$ cat config.mk
export PLATFORM = sky130hd
export DESIGN_NAME = pipe_ctrl_top
export DESIGN_NICKNAME = d
export VERILOG_FILES = /design/src/verilog/ppc_ctrl_pkg.sv /design/src/verilog/instr_decoder.sv /design/src/verilog/decode_stage.sv /design/src/verilog/execute_stage.sv /design/src/verilog/memory_stage.sv /design/src/verilog/writeback_stage.sv /design/src/verilog/pipe_ctrl_top.sv
export SDC_FILE = /design/constraint.sdc
export NUM_CORES = 1
export LEC_CHECK = 0
export BUFFER_PORTS_ARGS = -buffer_cell sky130_fd_sc_hd__buf_2
export CORE_MARGIN = 3
export CORE_UTILIZATION = 50
export CTS_BUF_LIST = sky130_fd_sc_hd__clkbuf_16
export CTS_CLUSTER_DIAMETER = 120
export CTS_CLUSTER_SIZE = 12
export DETAILED_ROUTE_END_ITERATION = 7
export GPL_ROUTABILITY_DRIVEN = 0
export PLACE_DENSITY = 0.86
export SYNTH_ARGS = -nofsm -noshare
export SYNTH_HDL_FRONTEND = slang
export SYNTH_SLANG_ARGS = --single-unit
$ cat constraint.sdc
create_clock -name clk -period 2.7 [get_ports clk]
set_input_delay 0.405 -clock clk [delete_from_list [all_inputs] [get_ports clk]]
set_output_delay 0.405 -clock clk [all_outputs]
set_load 0.05 [all_outputs]
$ cat src/verilog/ppc_ctrl_pkg.sv
//****************************************
// shared types for the pipeline control
// field positions, opcodes, control enums
// and the per-stage control structs
//****************************************

package ppc_ctrl_pkg;

	// instruction words are numbered big-endian, bit 0 is the msb
	typedef logic [0:31] instr_t;
	typedef logic [5:0]  opcd_t;
	typedef logic [9:0]  xo_t;
	typedef logic [8:0]  xoxo_t;

	localparam int OPCD_MSB = 0;
	localparam int XO_MSB   = 21;
	localparam int XOXO_MSB = 22; // bit 21 is OE in XO-form
	localparam int RC_BIT   = 31;

	localparam opcd_t OPCD_CMPLI = 6'd10;
	localparam opcd_t OPCD_CMPI  = 6'd11;
	localparam opcd_t OPCD_ADDI  = 6'd14;
	localparam opcd_t OPCD_ADDIS = 6'd15;
	localparam opcd_t OPCD_BC    = 6'd16;
	localparam opcd_t OPCD_B     = 6'd18;
	localparam opcd_t OPCD_ORI   = 6'd24;
	localparam opcd_t OPCD_XORI  = 6'd26;
	localparam opcd_t OPCD_ANDI  = 6'd28; // andi. always records
	localparam opcd_t OPCD_X31   = 6'd31;
	localparam opcd_t OPCD_LWZ   = 6'd32;
	localparam opcd_t OPCD_LBZ   = 6'd34;
	localparam opcd_t OPCD_STW   = 6'd36;
	localparam opcd_t OPCD_STB   = 6'd38;
	localparam opcd_t OPCD_LHZ   = 6'd40;
	localparam opcd_t OPCD_LHA   = 6'd42;
	localparam opcd_t OPCD_STH   = 6'd44;

	// X-form extended opcodes under primary 31
	localparam xo_t XO_CMP  = 10'd0;
	localparam xo_t XO_AND  = 10'd28;
	localparam xo_t XO_CMPL = 10'd32;
	localparam xo_t XO_XOR  = 10'd316;
	localparam xo_t XO_OR   = 10'd444;

	localparam xoxo_t XOXO_SUBF = 9'd40;
	localparam xoxo_t XOXO_ADD  = 9'd266;

	localparam instr_t INSTR_NOP = 32'h6000_0000; // ori 0,0,0

	typedef enum logic [2:0] {
		ALU_ADD,
		ALU_SUBF,
		ALU_AND,
		ALU_OR,
		ALU_XOR
	} alu_op_e;

	typedef enum logic [1:0] {
		EXT_SIGNED,
		EXT_UNSIGN,
		EXT_HIGH16
	} ext_op_e;

	typedef enum logic [1:0] {CMP_NONE, CMP_CMP, CMP_CMPL} cmp_op_e;

	typedef enum logic {B_REG, B_IMM} b_sel_e;

	typedef enum logic [1:0] {NPC_PLUS4, NPC_B, NPC_BC} npc_op_e;

	typedef enum logic [2:0] {
		LD_NONE,
		LD_LW,
		LD_LH,
		LD_LHA,
		LD_LB
	} load_op_e;

	typedef enum logic [1:0] {ST_NONE, ST_SW, ST_SH, ST_SB} store_op_e;

	typedef enum logic {WD_ALU, WD_MEM} wd_sel_e;

	typedef struct packed {
		alu_op_e alu_op;
		ext_op_e ext_op;
		cmp_op_e cmp_op;
		b_sel_e  b_sel;
		logic    a_zero; // use 0 instead of RA
	} ex_ctrl_t;

	typedef struct packed {
		logic      dm_wr;
		load_op_e  load_op;
		store_op_e store_op;
	} mem_ctrl_t;

	typedef struct packed {
		logic    gpr_wr;
		wd_sel_e wd_sel;
		logic    waddr_ra; // logical ops write RA, not RT
		logic    cr_wr;
	} wb_ctrl_t;

endpackage

$ cat src/verilog/instr_decoder.sv
//****************************************
// one-shot decode of an instruction word
// into E, MEM and W control
//****************************************

`timescale 1ns/1ps

module instr_decoder import ppc_ctrl_pkg::*; (
	input  instr_t    instr,
	output ex_ctrl_t  ex_ctrl,
	output mem_ctrl_t mem_ctrl,
	output wb_ctrl_t  wb_ctrl,
	output npc_op_e   npc_op,
	output logic      is_branch
);

	opcd_t opcd;
	xo_t   xo;
	xoxo_t xoxo;
	logic  rc;

	assign opcd = instr[OPCD_MSB +: $bits(opcd_t)];
	assign xo   = instr[XO_MSB +: $bits(xo_t)];
	assign xoxo = instr[XOXO_MSB +: $bits(xoxo_t)];
	assign rc   = instr[RC_BIT];

	always_comb begin
		// inactive by default, alu_op stays ADD
		ex_ctrl   = '0;
		mem_ctrl  = '0;
		wb_ctrl   = '0;
		npc_op    = NPC_PLUS4;
		is_branch = 1'b0;
		ex_ctrl.alu_op = ALU_ADD;

		case (opcd)
			OPCD_ADDI, OPCD_ADDIS: begin
				ex_ctrl.b_sel  = B_IMM;
				ex_ctrl.a_zero = 1'b1;
				wb_ctrl.gpr_wr = 1'b1;
				if (opcd == OPCD_ADDIS)
					ex_ctrl.ext_op = EXT_HIGH16;
			end
			OPCD_ORI, OPCD_XORI, OPCD_ANDI: begin
				ex_ctrl.ext_op = EXT_UNSIGN;
				ex_ctrl.b_sel  = B_IMM;
				wb_ctrl.gpr_wr   = 1'b1;
				wb_ctrl.waddr_ra = 1'b1;
				case (opcd)
					OPCD_ORI:  ex_ctrl.alu_op = ALU_OR;
					OPCD_XORI: ex_ctrl.alu_op = ALU_XOR;
					default: begin
						ex_ctrl.alu_op = ALU_AND;
						wb_ctrl.cr_wr  = 1'b1;
					end
				endcase
			end
			OPCD_CMPI, OPCD_CMPLI: begin
				ex_ctrl.b_sel = B_IMM;
				wb_ctrl.cr_wr = 1'b1;
				if (opcd == OPCD_CMPLI) begin
					ex_ctrl.cmp_op = CMP_CMPL;
					ex_ctrl.ext_op = EXT_UNSIGN;
				end else begin
					ex_ctrl.cmp_op = CMP_CMP;
				end
			end
			OPCD_LWZ, OPCD_LHZ, OPCD_LHA, OPCD_LBZ: begin
				ex_ctrl.b_sel  = B_IMM; // d(RA|0) addressing
				ex_ctrl.a_zero = 1'b1;
				wb_ctrl.gpr_wr = 1'b1;
				wb_ctrl.wd_sel = WD_MEM;
				case (opcd)
					OPCD_LWZ: mem_ctrl.load_op = LD_LW;
					OPCD_LHZ: mem_ctrl.load_op = LD_LH;
					OPCD_LHA: mem_ctrl.load_op = LD_LHA;
					default:  mem_ctrl.load_op = LD_LB;
				endcase
			end
			OPCD_STW, OPCD_STH, OPCD_STB: begin
				ex_ctrl.b_sel  = B_IMM;
				ex_ctrl.a_zero = 1'b1;
				mem_ctrl.dm_wr = 1'b1;
				case (opcd)
					OPCD_STW: mem_ctrl.store_op = ST_SW;
					OPCD_STH: mem_ctrl.store_op = ST_SH;
					default:  mem_ctrl.store_op = ST_SB;
				endcase
			end
			OPCD_B: begin
				npc_op    = NPC_B;
				is_branch = 1'b1;
			end
			OPCD_BC: begin
				npc_op    = NPC_BC;
				is_branch = 1'b1;
			end
			OPCD_X31: begin
				case (xo)
					XO_AND, XO_OR, XO_XOR: begin
						wb_ctrl.gpr_wr   = 1'b1;
						wb_ctrl.waddr_ra = 1'b1;
						wb_ctrl.cr_wr    = rc;
						ex_ctrl.alu_op = (xo == XO_AND) ? ALU_AND :
							(xo == XO_OR) ? ALU_OR : ALU_XOR;
					end
					XO_CMP: begin
						ex_ctrl.cmp_op = CMP_CMP;
						wb_ctrl.cr_wr  = 1'b1;
					end
					XO_CMPL: begin
						ex_ctrl.cmp_op = CMP_CMPL;
						wb_ctrl.cr_wr  = 1'b1;
					end
					default: begin
						// XO-form, OE bit ignored
						if (xoxo == XOXO_ADD || xoxo == XOXO_SUBF) begin
							ex_ctrl.alu_op = (xoxo == XOXO_SUBF) ? ALU_SUBF : ALU_ADD;
							wb_ctrl.gpr_wr = 1'b1;
							wb_ctrl.cr_wr  = rc;
						end
					end
				endcase
			end
			default: ;
		endcase
	end

endmodule

$ cat src/verilog/decode_stage.sv
//****************************************
// D stage: decode, branch flush, next-PC
// select and fetch-slot squash
//****************************************

`timescale 1ns/1ps

module decode_stage import ppc_ctrl_pkg::*; (
	input  logic      clk,
	input  logic      rst_n,
	input  instr_t    instr_d,
	output logic      valid_d,
	output logic      insn_ok_d,
	output logic      br_flush,
	output npc_op_e   npc_op,
	output ex_ctrl_t  ex_ctrl_d,
	output mem_ctrl_t mem_ctrl_d,
	output wb_ctrl_t  wb_ctrl_d
);

	npc_op_e dec_npc_op;
	logic    is_branch;
	logic    squash_fb;
	logic    squash_fe;

	instr_decoder u_dec (
		.instr     (instr_d),
		.ex_ctrl   (ex_ctrl_d),
		.mem_ctrl  (mem_ctrl_d),
		.wb_ctrl   (wb_ctrl_d),
		.npc_op    (dec_npc_op),
		.is_branch (is_branch)
	);

	assign insn_ok_d = valid_d && (instr_d != INSTR_NOP);
	assign br_flush  = insn_ok_d && is_branch;
	assign npc_op    = br_flush ? dec_npc_op : NPC_PLUS4;

	// delay slot stays valid, the two slots after it are killed
	always_ff @(posedge clk or negedge rst_n) begin
		if (!rst_n) begin
			squash_fb <= 1'b0;
			squash_fe <= 1'b0;
			valid_d   <= 1'b0;
		end else begin
			squash_fb <= br_flush;
			squash_fe <= br_flush | squash_fb;
			valid_d   <= ~squash_fe;
		end
	end

endmodule

$ cat src/verilog/execute_stage.sv
//****************************************
// E stage register and E control outputs
//****************************************

`timescale 1ns/1ps

module execute_stage import ppc_ctrl_pkg::*; (
	input  logic      clk,
	input  logic      rst_n,
	input  logic      valid_d,
	input  logic      insn_ok_d,
	input  ex_ctrl_t  ex_ctrl_d,
	input  mem_ctrl_t mem_ctrl_d,
	input  wb_ctrl_t  wb_ctrl_d,
	output logic      valid_e,
	output logic      insn_ok_e,
	output ex_ctrl_t  ex_ctrl,
	output mem_ctrl_t mem_ctrl_e,
	output wb_ctrl_t  wb_ctrl_e
);

	ex_ctrl_t ex_ctrl_e;

	always_ff @(posedge clk or negedge rst_n) begin
		if (!rst_n) begin
			valid_e    <= 1'b0;
			insn_ok_e  <= 1'b0;
			ex_ctrl_e  <= '0;
			mem_ctrl_e <= '0;
			wb_ctrl_e  <= '0;
		end else begin
			valid_e    <= valid_d;
			insn_ok_e  <= insn_ok_d;
			ex_ctrl_e  <= ex_ctrl_d;
			mem_ctrl_e <= mem_ctrl_d;
			wb_ctrl_e  <= wb_ctrl_d;
		end
	end

	always_comb begin
		ex_ctrl = ex_ctrl_e;
		if (!insn_ok_e)
			ex_ctrl.b_sel = B_REG; // bubbles read the register operand
	end

endmodule

$ cat src/verilog/memory_stage.sv
//****************************************
// MB and ME registers, data memory control
//****************************************

`timescale 1ns/1ps

module memory_stage import ppc_ctrl_pkg::*; (
	input  logic      clk,
	input  logic      rst_n,
	input  logic      valid_e,
	input  logic      insn_ok_e,
	input  mem_ctrl_t mem_ctrl_e,
	input  wb_ctrl_t  wb_ctrl_e,
	output logic      valid_mb,
	output logic      valid_me,
	output logic      insn_ok_me,
	output mem_ctrl_t mem_ctrl,
	output wb_ctrl_t  wb_ctrl_me
);

	logic      insn_ok_mb;
	mem_ctrl_t mem_ctrl_mb;
	mem_ctrl_t mem_ctrl_me;
	wb_ctrl_t  wb_ctrl_mb;

	always_ff @(posedge clk or negedge rst_n) begin
		if (!rst_n) begin
			valid_mb    <= 1'b0;
			insn_ok_mb  <= 1'b0;
			mem_ctrl_mb <= '0;
			wb_ctrl_mb  <= '0;
			valid_me    <= 1'b0;
			insn_ok_me  <= 1'b0;
			mem_ctrl_me <= '0;
			wb_ctrl_me  <= '0;
		end else begin
			valid_mb    <= valid_e; // address phase
			insn_ok_mb  <= insn_ok_e;
			mem_ctrl_mb <= mem_ctrl_e;
			wb_ctrl_mb  <= wb_ctrl_e;
			valid_me    <= valid_mb; // data phase
			insn_ok_me  <= insn_ok_mb;
			mem_ctrl_me <= mem_ctrl_mb;
			wb_ctrl_me  <= wb_ctrl_mb;
		end
	end

	always_comb begin
		mem_ctrl = mem_ctrl_me;
		mem_ctrl.dm_wr = mem_ctrl_me.dm_wr & insn_ok_me;
	end

endmodule

$ cat src/verilog/writeback_stage.sv
//****************************************
// W register, GPR and CR write controls
//****************************************

`timescale 1ns/1ps

module writeback_stage import ppc_ctrl_pkg::*; (
	input  logic     clk,
	input  logic     rst_n,
	input  logic     valid_me,
	input  logic     insn_ok_me,
	input  wb_ctrl_t wb_ctrl_me,
	output logic     valid_w,
	output wb_ctrl_t wb_ctrl
);

	logic     insn_ok_w;
	wb_ctrl_t wb_ctrl_w;

	always_ff @(posedge clk or negedge rst_n) begin
		if (!rst_n) begin
			valid_w   <= 1'b0;
			insn_ok_w <= 1'b0;
			wb_ctrl_w <= '0;
		end else begin
			valid_w   <= valid_me;
			insn_ok_w <= insn_ok_me;
			wb_ctrl_w <= wb_ctrl_me;
		end
	end

	// selects pass through, only the write enables are qualified
	always_comb begin
		wb_ctrl        = wb_ctrl_w;
		wb_ctrl.gpr_wr = wb_ctrl_w.gpr_wr & insn_ok_w;
		wb_ctrl.cr_wr  = wb_ctrl_w.cr_wr & insn_ok_w;
	end

endmodule

$ cat src/verilog/pipe_ctrl_top.sv
//****************************************
// pipeline control top, D to W stages
//****************************************

`timescale 1ns/1ps

module pipe_ctrl_top import ppc_ctrl_pkg::*; (
	input  logic      clk,
	input  logic      rst_n,
	input  instr_t    instr_d,
	output logic      valid_d,
	output logic      valid_e,
	output logic      valid_mb,
	output logic      valid_me,
	output logic      valid_w,
	output logic      br_flush,
	output npc_op_e   npc_op,
	output ex_ctrl_t  ex_ctrl,
	output mem_ctrl_t mem_ctrl,
	output wb_ctrl_t  wb_ctrl
);

	logic      insn_ok_d;
	logic      insn_ok_e;
	logic      insn_ok_me;
	ex_ctrl_t  ex_ctrl_d;
	mem_ctrl_t mem_ctrl_d;
	mem_ctrl_t mem_ctrl_e;
	wb_ctrl_t  wb_ctrl_d;
	wb_ctrl_t  wb_ctrl_e;
	wb_ctrl_t  wb_ctrl_me;

	decode_stage u_d (
		.clk        (clk),
		.rst_n      (rst_n),
		.instr_d    (instr_d),
		.valid_d    (valid_d),
		.insn_ok_d  (insn_ok_d),
		.br_flush   (br_flush),
		.npc_op     (npc_op),
		.ex_ctrl_d  (ex_ctrl_d),
		.mem_ctrl_d (mem_ctrl_d),
		.wb_ctrl_d  (wb_ctrl_d)
	);

	execute_stage u_e (
		.clk        (clk),
		.rst_n      (rst_n),
		.valid_d    (valid_d),
		.insn_ok_d  (insn_ok_d),
		.ex_ctrl_d  (ex_ctrl_d),
		.mem_ctrl_d (mem_ctrl_d),
		.wb_ctrl_d  (wb_ctrl_d),
		.valid_e    (valid_e),
		.insn_ok_e  (insn_ok_e),
		.ex_ctrl    (ex_ctrl),
		.mem_ctrl_e (mem_ctrl_e),
		.wb_ctrl_e  (wb_ctrl_e)
	);

	memory_stage u_m (
		.clk        (clk),
		.rst_n      (rst_n),
		.valid_e    (valid_e),
		.insn_ok_e  (insn_ok_e),
		.mem_ctrl_e (mem_ctrl_e),
		.wb_ctrl_e  (wb_ctrl_e),
		.valid_mb   (valid_mb),
		.valid_me   (valid_me),
		.insn_ok_me (insn_ok_me),
		.mem_ctrl   (mem_ctrl),
		.wb_ctrl_me (wb_ctrl_me)
	);

	writeback_stage u_w (
		.clk        (clk),
		.rst_n      (rst_n),
		.valid_me   (valid_me),
		.insn_ok_me (insn_ok_me),
		.wb_ctrl_me (wb_ctrl_me),
		.valid_w    (valid_w),
		.wb_ctrl    (wb_ctrl)
	);

endmodule

==> results of run 1 <==
[sequential cells by signal, indices dropped and copies added (netlist names), 2 cells and up]
register / count
u_m.mem_ctrl: 5
u_e.wb_ctrl_e: 4
u_e.mem_ctrl_e: 6
u_w.wb_ctrl: 2
u_e.ex_ctrl: 8
u_m.wb_ctrl_me: 4
u_m.wb_ctrl_mb: 4
u_w.wb_ctrl_w: 2
u_m.mem_ctrl_mb: 6
[final timing paths]
check / slack [ns] / from / depth (start not counted) / to
max in group asynchronous: 1.71 / rst_n / 1 / u_w.wb_ctrl[1]
worst max-delay path: 0.74 / u_d.valid_d / 4 / npc_op[0]
worst max register to register: 1.63 / u_d.valid_d / 3 / u_d.squash_fe
worst min-delay path: 0.33 / rst_n / 1 / u_w.wb_ctrl[2]
worst min register to register: 0.34 / u_e.mem_ctrl_e[4] / 0 / u_m.mem_ctrl_mb[4]
min in group clk: 0.34 / u_e.mem_ctrl_e[4] / 0 / u_m.mem_ctrl_mb[4]
[cells in the mapped netlist]
cell       instances  area (µm²)
nand2b_1           4        25.0
nand2_1           10        37.5
a21oi_1            7        35.0
nor4b_2            1        15.0
a21o_1             1        7.51
nor4_1             7        43.8
o22a_1             1        8.76
a31oi_1            2        12.5
buf_6              1        11.3
nand3_1            4        20.0
clkbuf_1           4        15.0
and3_1             4        25.0
xor2_1             1        8.76
nand4_1            3        18.8
nor4b_1            1        8.76
or4_1              2        15.0
a31o_2             1        8.76
a22oi_1            1        7.51
nor3b_1            4        30.0
buf_4             15         113
and3b_2            1        10.0
or2_2              1        6.26
inv_1              3        11.3
buf_2              3        15.0
nand3b_1           2        15.0
nor2b_1            1        6.26
and2_1             6        37.5
nor2_1            11        41.3
o21ai_0            2        10.0
or3_1              3        18.8
o22ai_1            2        12.5
o32ai_1            4        35.0
a41oi_1            1        8.76
nor4bb_1           1        10.0
dfrtp_1           54        1350
o31a_1             1        8.76
o2bb2ai_1          1        8.76
nor3_1             3        15.0
[layout make-up]
| cell class | count | area (µm²) | share of cell area, % |
|---|---|---|---|
| timing repair buffer | 60 | 300 | 12.3 |
| inverter | 3 | 11.3 | 0.459 |
| clock buffer | 5 | 125 | 5.10 |
| clock inverter | 3 | 16.3 | 0.664 |
| multi-input combinational | 94 | 587 | 23.9 |
| tap | 48 | 60.1 | 2.45 |
| sequential | 54 | 1350 | 55.1 |
[logic make-up after synthesis]
family / synth area share, %
AOI/OAI and AO/OA: 7.85
buffers and inverters: 7.91
and+or+nand+nor: 19.1
xor gates and xnor gates: 0.419
DFF: 64.7
[power groups by stage]
stage	sequential [mW]	combinational, mW	clock [mW]
2_1_floorplan	0.857	0.0860	0
3_3_place_gp	0.849	0.147	0
3_5_place_dp	0.851	0.149	0
4_1_cts	0.836	0.150	0.609
5_1_grt	0.837	0.162	0.651
6_report	0.835	0.149	0.594
[per-layer routing]
layer	up-vias	global-route usage (%)	part of all wire [%]
met3	11	3.55	6.3
met5	-	0	0
met4	0	8.98	3.2
met2	53	26.3	47
li1	686	-	-
met1	620	18.9	43
==> results_dict.tcl, run 1 <==
set metrics [dict create \
    maxSlewHeadroom_pct 27.5 \
    nFillCells 319 \
    comb_power_share_pct 9.4 \
    cpPeakStageDelay_ns 0.43 \
    max_freq_mhz 510 \
    fin_tns_setup_ns 0 \
    area_growth_pct 17.4 \
    portBuffers 60 \
    critical_path.max_fanout 4 \
    floorplan.initialDensity_pct 54.2 \
    clkSinkCount 54 \
    antenna_left 0 \
    p_seq_share_pct 52.9 \
    min_period_over_period_pct 72.6 \
    drv_cap 0 \
    drive_gt1_share_pct 32.9 \
    grt_max_degree 55 \
    netlist_area_um2 2090 \
    syn_avg_cell_area_um2 12.0 \
    num_vias 1370 \
    syn_inst 174 \
    critical_path_buf_inv_count 1 \
    ys.warnings.count 0 \
    status "finished, final reports clean" \
    p_clk_share_pct 37.6 \
    io_pins 61 \
    fp.coreArea_um2 3850 \
    leakagePower_nw 1.23 \
    routedWlPerCell_um 14.1 \
    cp_top_family "simple AND/OR/NAND/NOR gates" \
    period_needed_ns 1.96 \
    drt_first_pass_iters 4 \
    setup_viol 0 \
    die_area_um2 4990 \
    placed_area_um2 2310 \
    grtUsageTotal_pct 15.8 \
    cp_slowest_cell "dfrtp_1" \
    via_per_inst 5.13 \
    synth_cell_types 38 \
    criticalPathCategory "reg -> out" \
    die_w_um 70.6 \
    cts_buffer_depth 2 \
    wl_mm 3.78 \
    pre_cts_ws_ns 0.778 \
    die_h_um 70.6 \
    powerDensity_nw_per_um2 644 \
    postCtsSetupRepairBufs 0 \
    rsz0062_at_grt "false" \
    design_area_um2 2450 \
    p_sw_mw 0.366 \
    final_cell_mix "buf_2, dfrtp_1, nor2_1" \
    postLayoutCoreUtil_pct 63.6 \
    path_clk_slew_ns 0.06 \
    worstPathRequired_ns 2.30 \
    diodes 0 \
    syn_nets 208 \
    final_cells 267 \
    grt_overflow 0 \
    drtIter0Drc 128 \
    fp-row-count 22 \
    vdd_drop_max_mv 0.267 \
    hp-class "in -> async" \
    hold_viol 0 \
    intPower_mw 1.21 \
    dp_hpwl_mm 2.71 \
    cp-start-kind "flop" \
    seq_area_frac_synth_pct 64.7 \
    final_nets 252 \
    grt_pass1_wl_mm 6.13 \
    switching_share_pct 23.2 \
    worst_setup_path_end_kind "output port" \
    numCtsBuffers 5 \
    fin_skew_ns 0.00408 \
    hold_buffers 0 \
    dp_cells 259 \
    cts_root_buf "clkbuf_16" \
    grt_pass1_vias 1288 \
    layout_commonest_cell "buf_2" \
    worst_slew_pin_slew_ns 1.09 \
    fin_ws_ns 0.739 \
    cts_tree "built" \
    power_mw 1.58 \
    antenna_found_initial 0 \
    crit_chain "nand2_1, nor4b_4, and2_1, buf_2" \
    cp_data_arrival_time_ns 1.56 \
    post_cts_resized 0 \
    route.detailed.drc 0 \
    final_max_slew_viol_count 0 \
    worstSkewPairLatency_ns 0.28 \
    cts-htree-levels 2 \
    ys_seq_elements 54 \
    whs_ns 0.326 \
]
(Power assumes the default switching activity.)
==> inputs of run 2 (changes only) <==
==> constraint.sdc (replaced) <==
create_clock -name clk -period 1.9 [get_ports clk]
set_input_delay 0.285 -clock clk [delete_from_list [all_inputs] [get_ports clk]]
set_output_delay 0.285 -clock clk [all_outputs]
set_load 0.05 [all_outputs]
==> run 2 against run 1 <==
Die area unchanged. Non-clock buffer count up 3. Clock-buffer cell count unchanged. Utilization up 1.6 points.
==> results_dict.tcl, run 2 (synthesis results as in run 1) <==
set metrics [dict create \
    status "finished, final reports clean" \
    largest_reg_flops 8 \
    fin_tns_setup_ns 0 \
    path_clk_slew_ns 0.06 \
    max_freq_mhz 550 \
    floorplan.initialDensity_pct 54.2 \
    worst_setup_path_end_kind "output port" \
    antenna_left 0 \
    clkSinkCount 54 \
    die_w_um 70.6 \
    cts_buffer_depth 2 \
    drive_gt1_share_pct 36.0 \
    criticalPathCategory "reg -> out" \
    final_max_slew_viol_count 0 \
    min_period_over_period_pct 95.7 \
    postCtsSetupRepairBufs 0 \
    grt_overflow 0 \
    die_area_um2 4990 \
    cp_data_arrival_time_ns 1.53 \
    setup_viol 0 \
    diodes 0 \
    numCtsBuffers 5 \
    drt_first_pass_iters 4 \
    antenna_found_initial 0 \
    final_nets 255 \
    drtIter0Drc 97 \
    grtUsageTotal_pct 15.9 \
    vdd_drop_max_mv 0.444 \
    rsz0062_at_grt "false" \
    final_cell_mix "buf_2, dfrtp_1, nor2_1" \
    area_growth_pct 20.4 \
    fp-row-count 22 \
    wl_mm 3.62 \
    drv_cap 0 \
    worstSkewPairLatency_ns 0.28 \
    io_pins 61 \
    hold_viol 0 \
    fin_skew_ns 0.00457 \
    critical_path.max_fanout 4 \
    pre_cts_ws_ns 0.138 \
    num_vias 1420 \
    via_per_inst 5.26 \
    period_needed_ns 1.82 \
    powerDensity_nw_per_um2 906 \
    grt_pass1_vias 1342 \
    grt_max_degree 55 \
    hp-class "in -> reg" \
    fin_ws_ns 0.0818 \
    route.detailed.drc 0 \
    grt_pass1_wl_mm 6.17 \
    fp.coreArea_um2 3850 \
    worstPathRequired_ns 1.62 \
    worst_slew_pin_slew_ns 0.453 \
    cts_tree "built" \
    die_h_um 70.6 \
    cp-start-kind "flop" \
    portBuffers 60 \
    cts_root_buf "clkbuf_16" \
    cts-htree-levels 2 \
    leakagePower_nw 1.24 \
    routedWlPerCell_um 13.4 \
    dp_hpwl_mm 2.62 \
    maxSlewHeadroom_pct 69.7 \
    layout_commonest_cell "buf_2" \
]
## run 2: power by group
group          total (mW)  switching [mW]  internal (mW)
registers            1.19         0.00788           1.18
logic               0.223           0.151         0.0720
clock network       0.869           0.378          0.492
total                2.28           0.537           1.74
## run 2: cell type report
type                            instances  area (µm²)
Clock buffer                            5         125
Clock inverter                          3        23.8
Fill cell                             295        1340
Inverter                                3        11.3
Multi-Input combinational cell         94         601
Sequential cell                        54        1350
Tap cell                               48        60.1
Timing Repair Buffer                   63         340
## run 2: final timing paths
check / from / to / slack (ns) / cells after the start
max: u_d.valid_d / npc_op[0] / 0.08 / 4
min: instr_d[0] / u_e.wb_ctrl_e[0] / 0.27 / 2
max reg2reg: u_d.valid_d / u_d.squash_fe / 0.84 / 3
min reg2reg: u_e.mem_ctrl_e[3] / u_m.mem_ctrl_mb[3] / 0.34 / 0
max in group asynchronous: rst_n / u_d.valid_d / 1.12 / 3
min in group asynchronous: rst_n / u_m.mem_ctrl[2] / 0.52 / 3
## run 2: critical path, stage by stage (launching register included)
cell and delay, ns:
dfrtp_2 0.41, nand2_2 0.09, nor4b_4 0.34, and2_4 0.19, clkbuf_4 0.22
## run 2: per-layer routing
| metal | share of wire (%) | track usage, % | vias up |
|---|---|---|---|
| met5 | 0 | 0 | - |
| met4 | 1.2 | 6.68 | 0 |
| met3 | 8.3 | 4.83 | 5 |
| met2 | 48 | 25.6 | 66 |
| met1 | 42 | 20.1 | 658 |
| li1 | - | - | 691 |
## run 2: stage by stage
step | hold WS (ns) | utilization (%) | std cells | cell area, µm² | power [mW]
floorplan | -0.0106 | - | 174 | 2120 | 1.34
global route | 0.278 | 65.2 | 270 | 2510 | 2.39
detailed placement | 0.296 | 61.0 | 261 | 2350 | 1.43
global placement | 0.293 | 61.0 | 261 | 2350 | 1.42
finish | 0.265 | 65.2 | 270 | 2510 | 2.28
CTS | 0.265 | 65.2 | 270 | 2510 | 2.31
## run 2: repair_timing
action,4_1_cts,5_1_grt
hold endpoints to repair,54,0
hold buffers,1,0
gates resized for setup,0,1
endpoints found under the setup margin,0,1
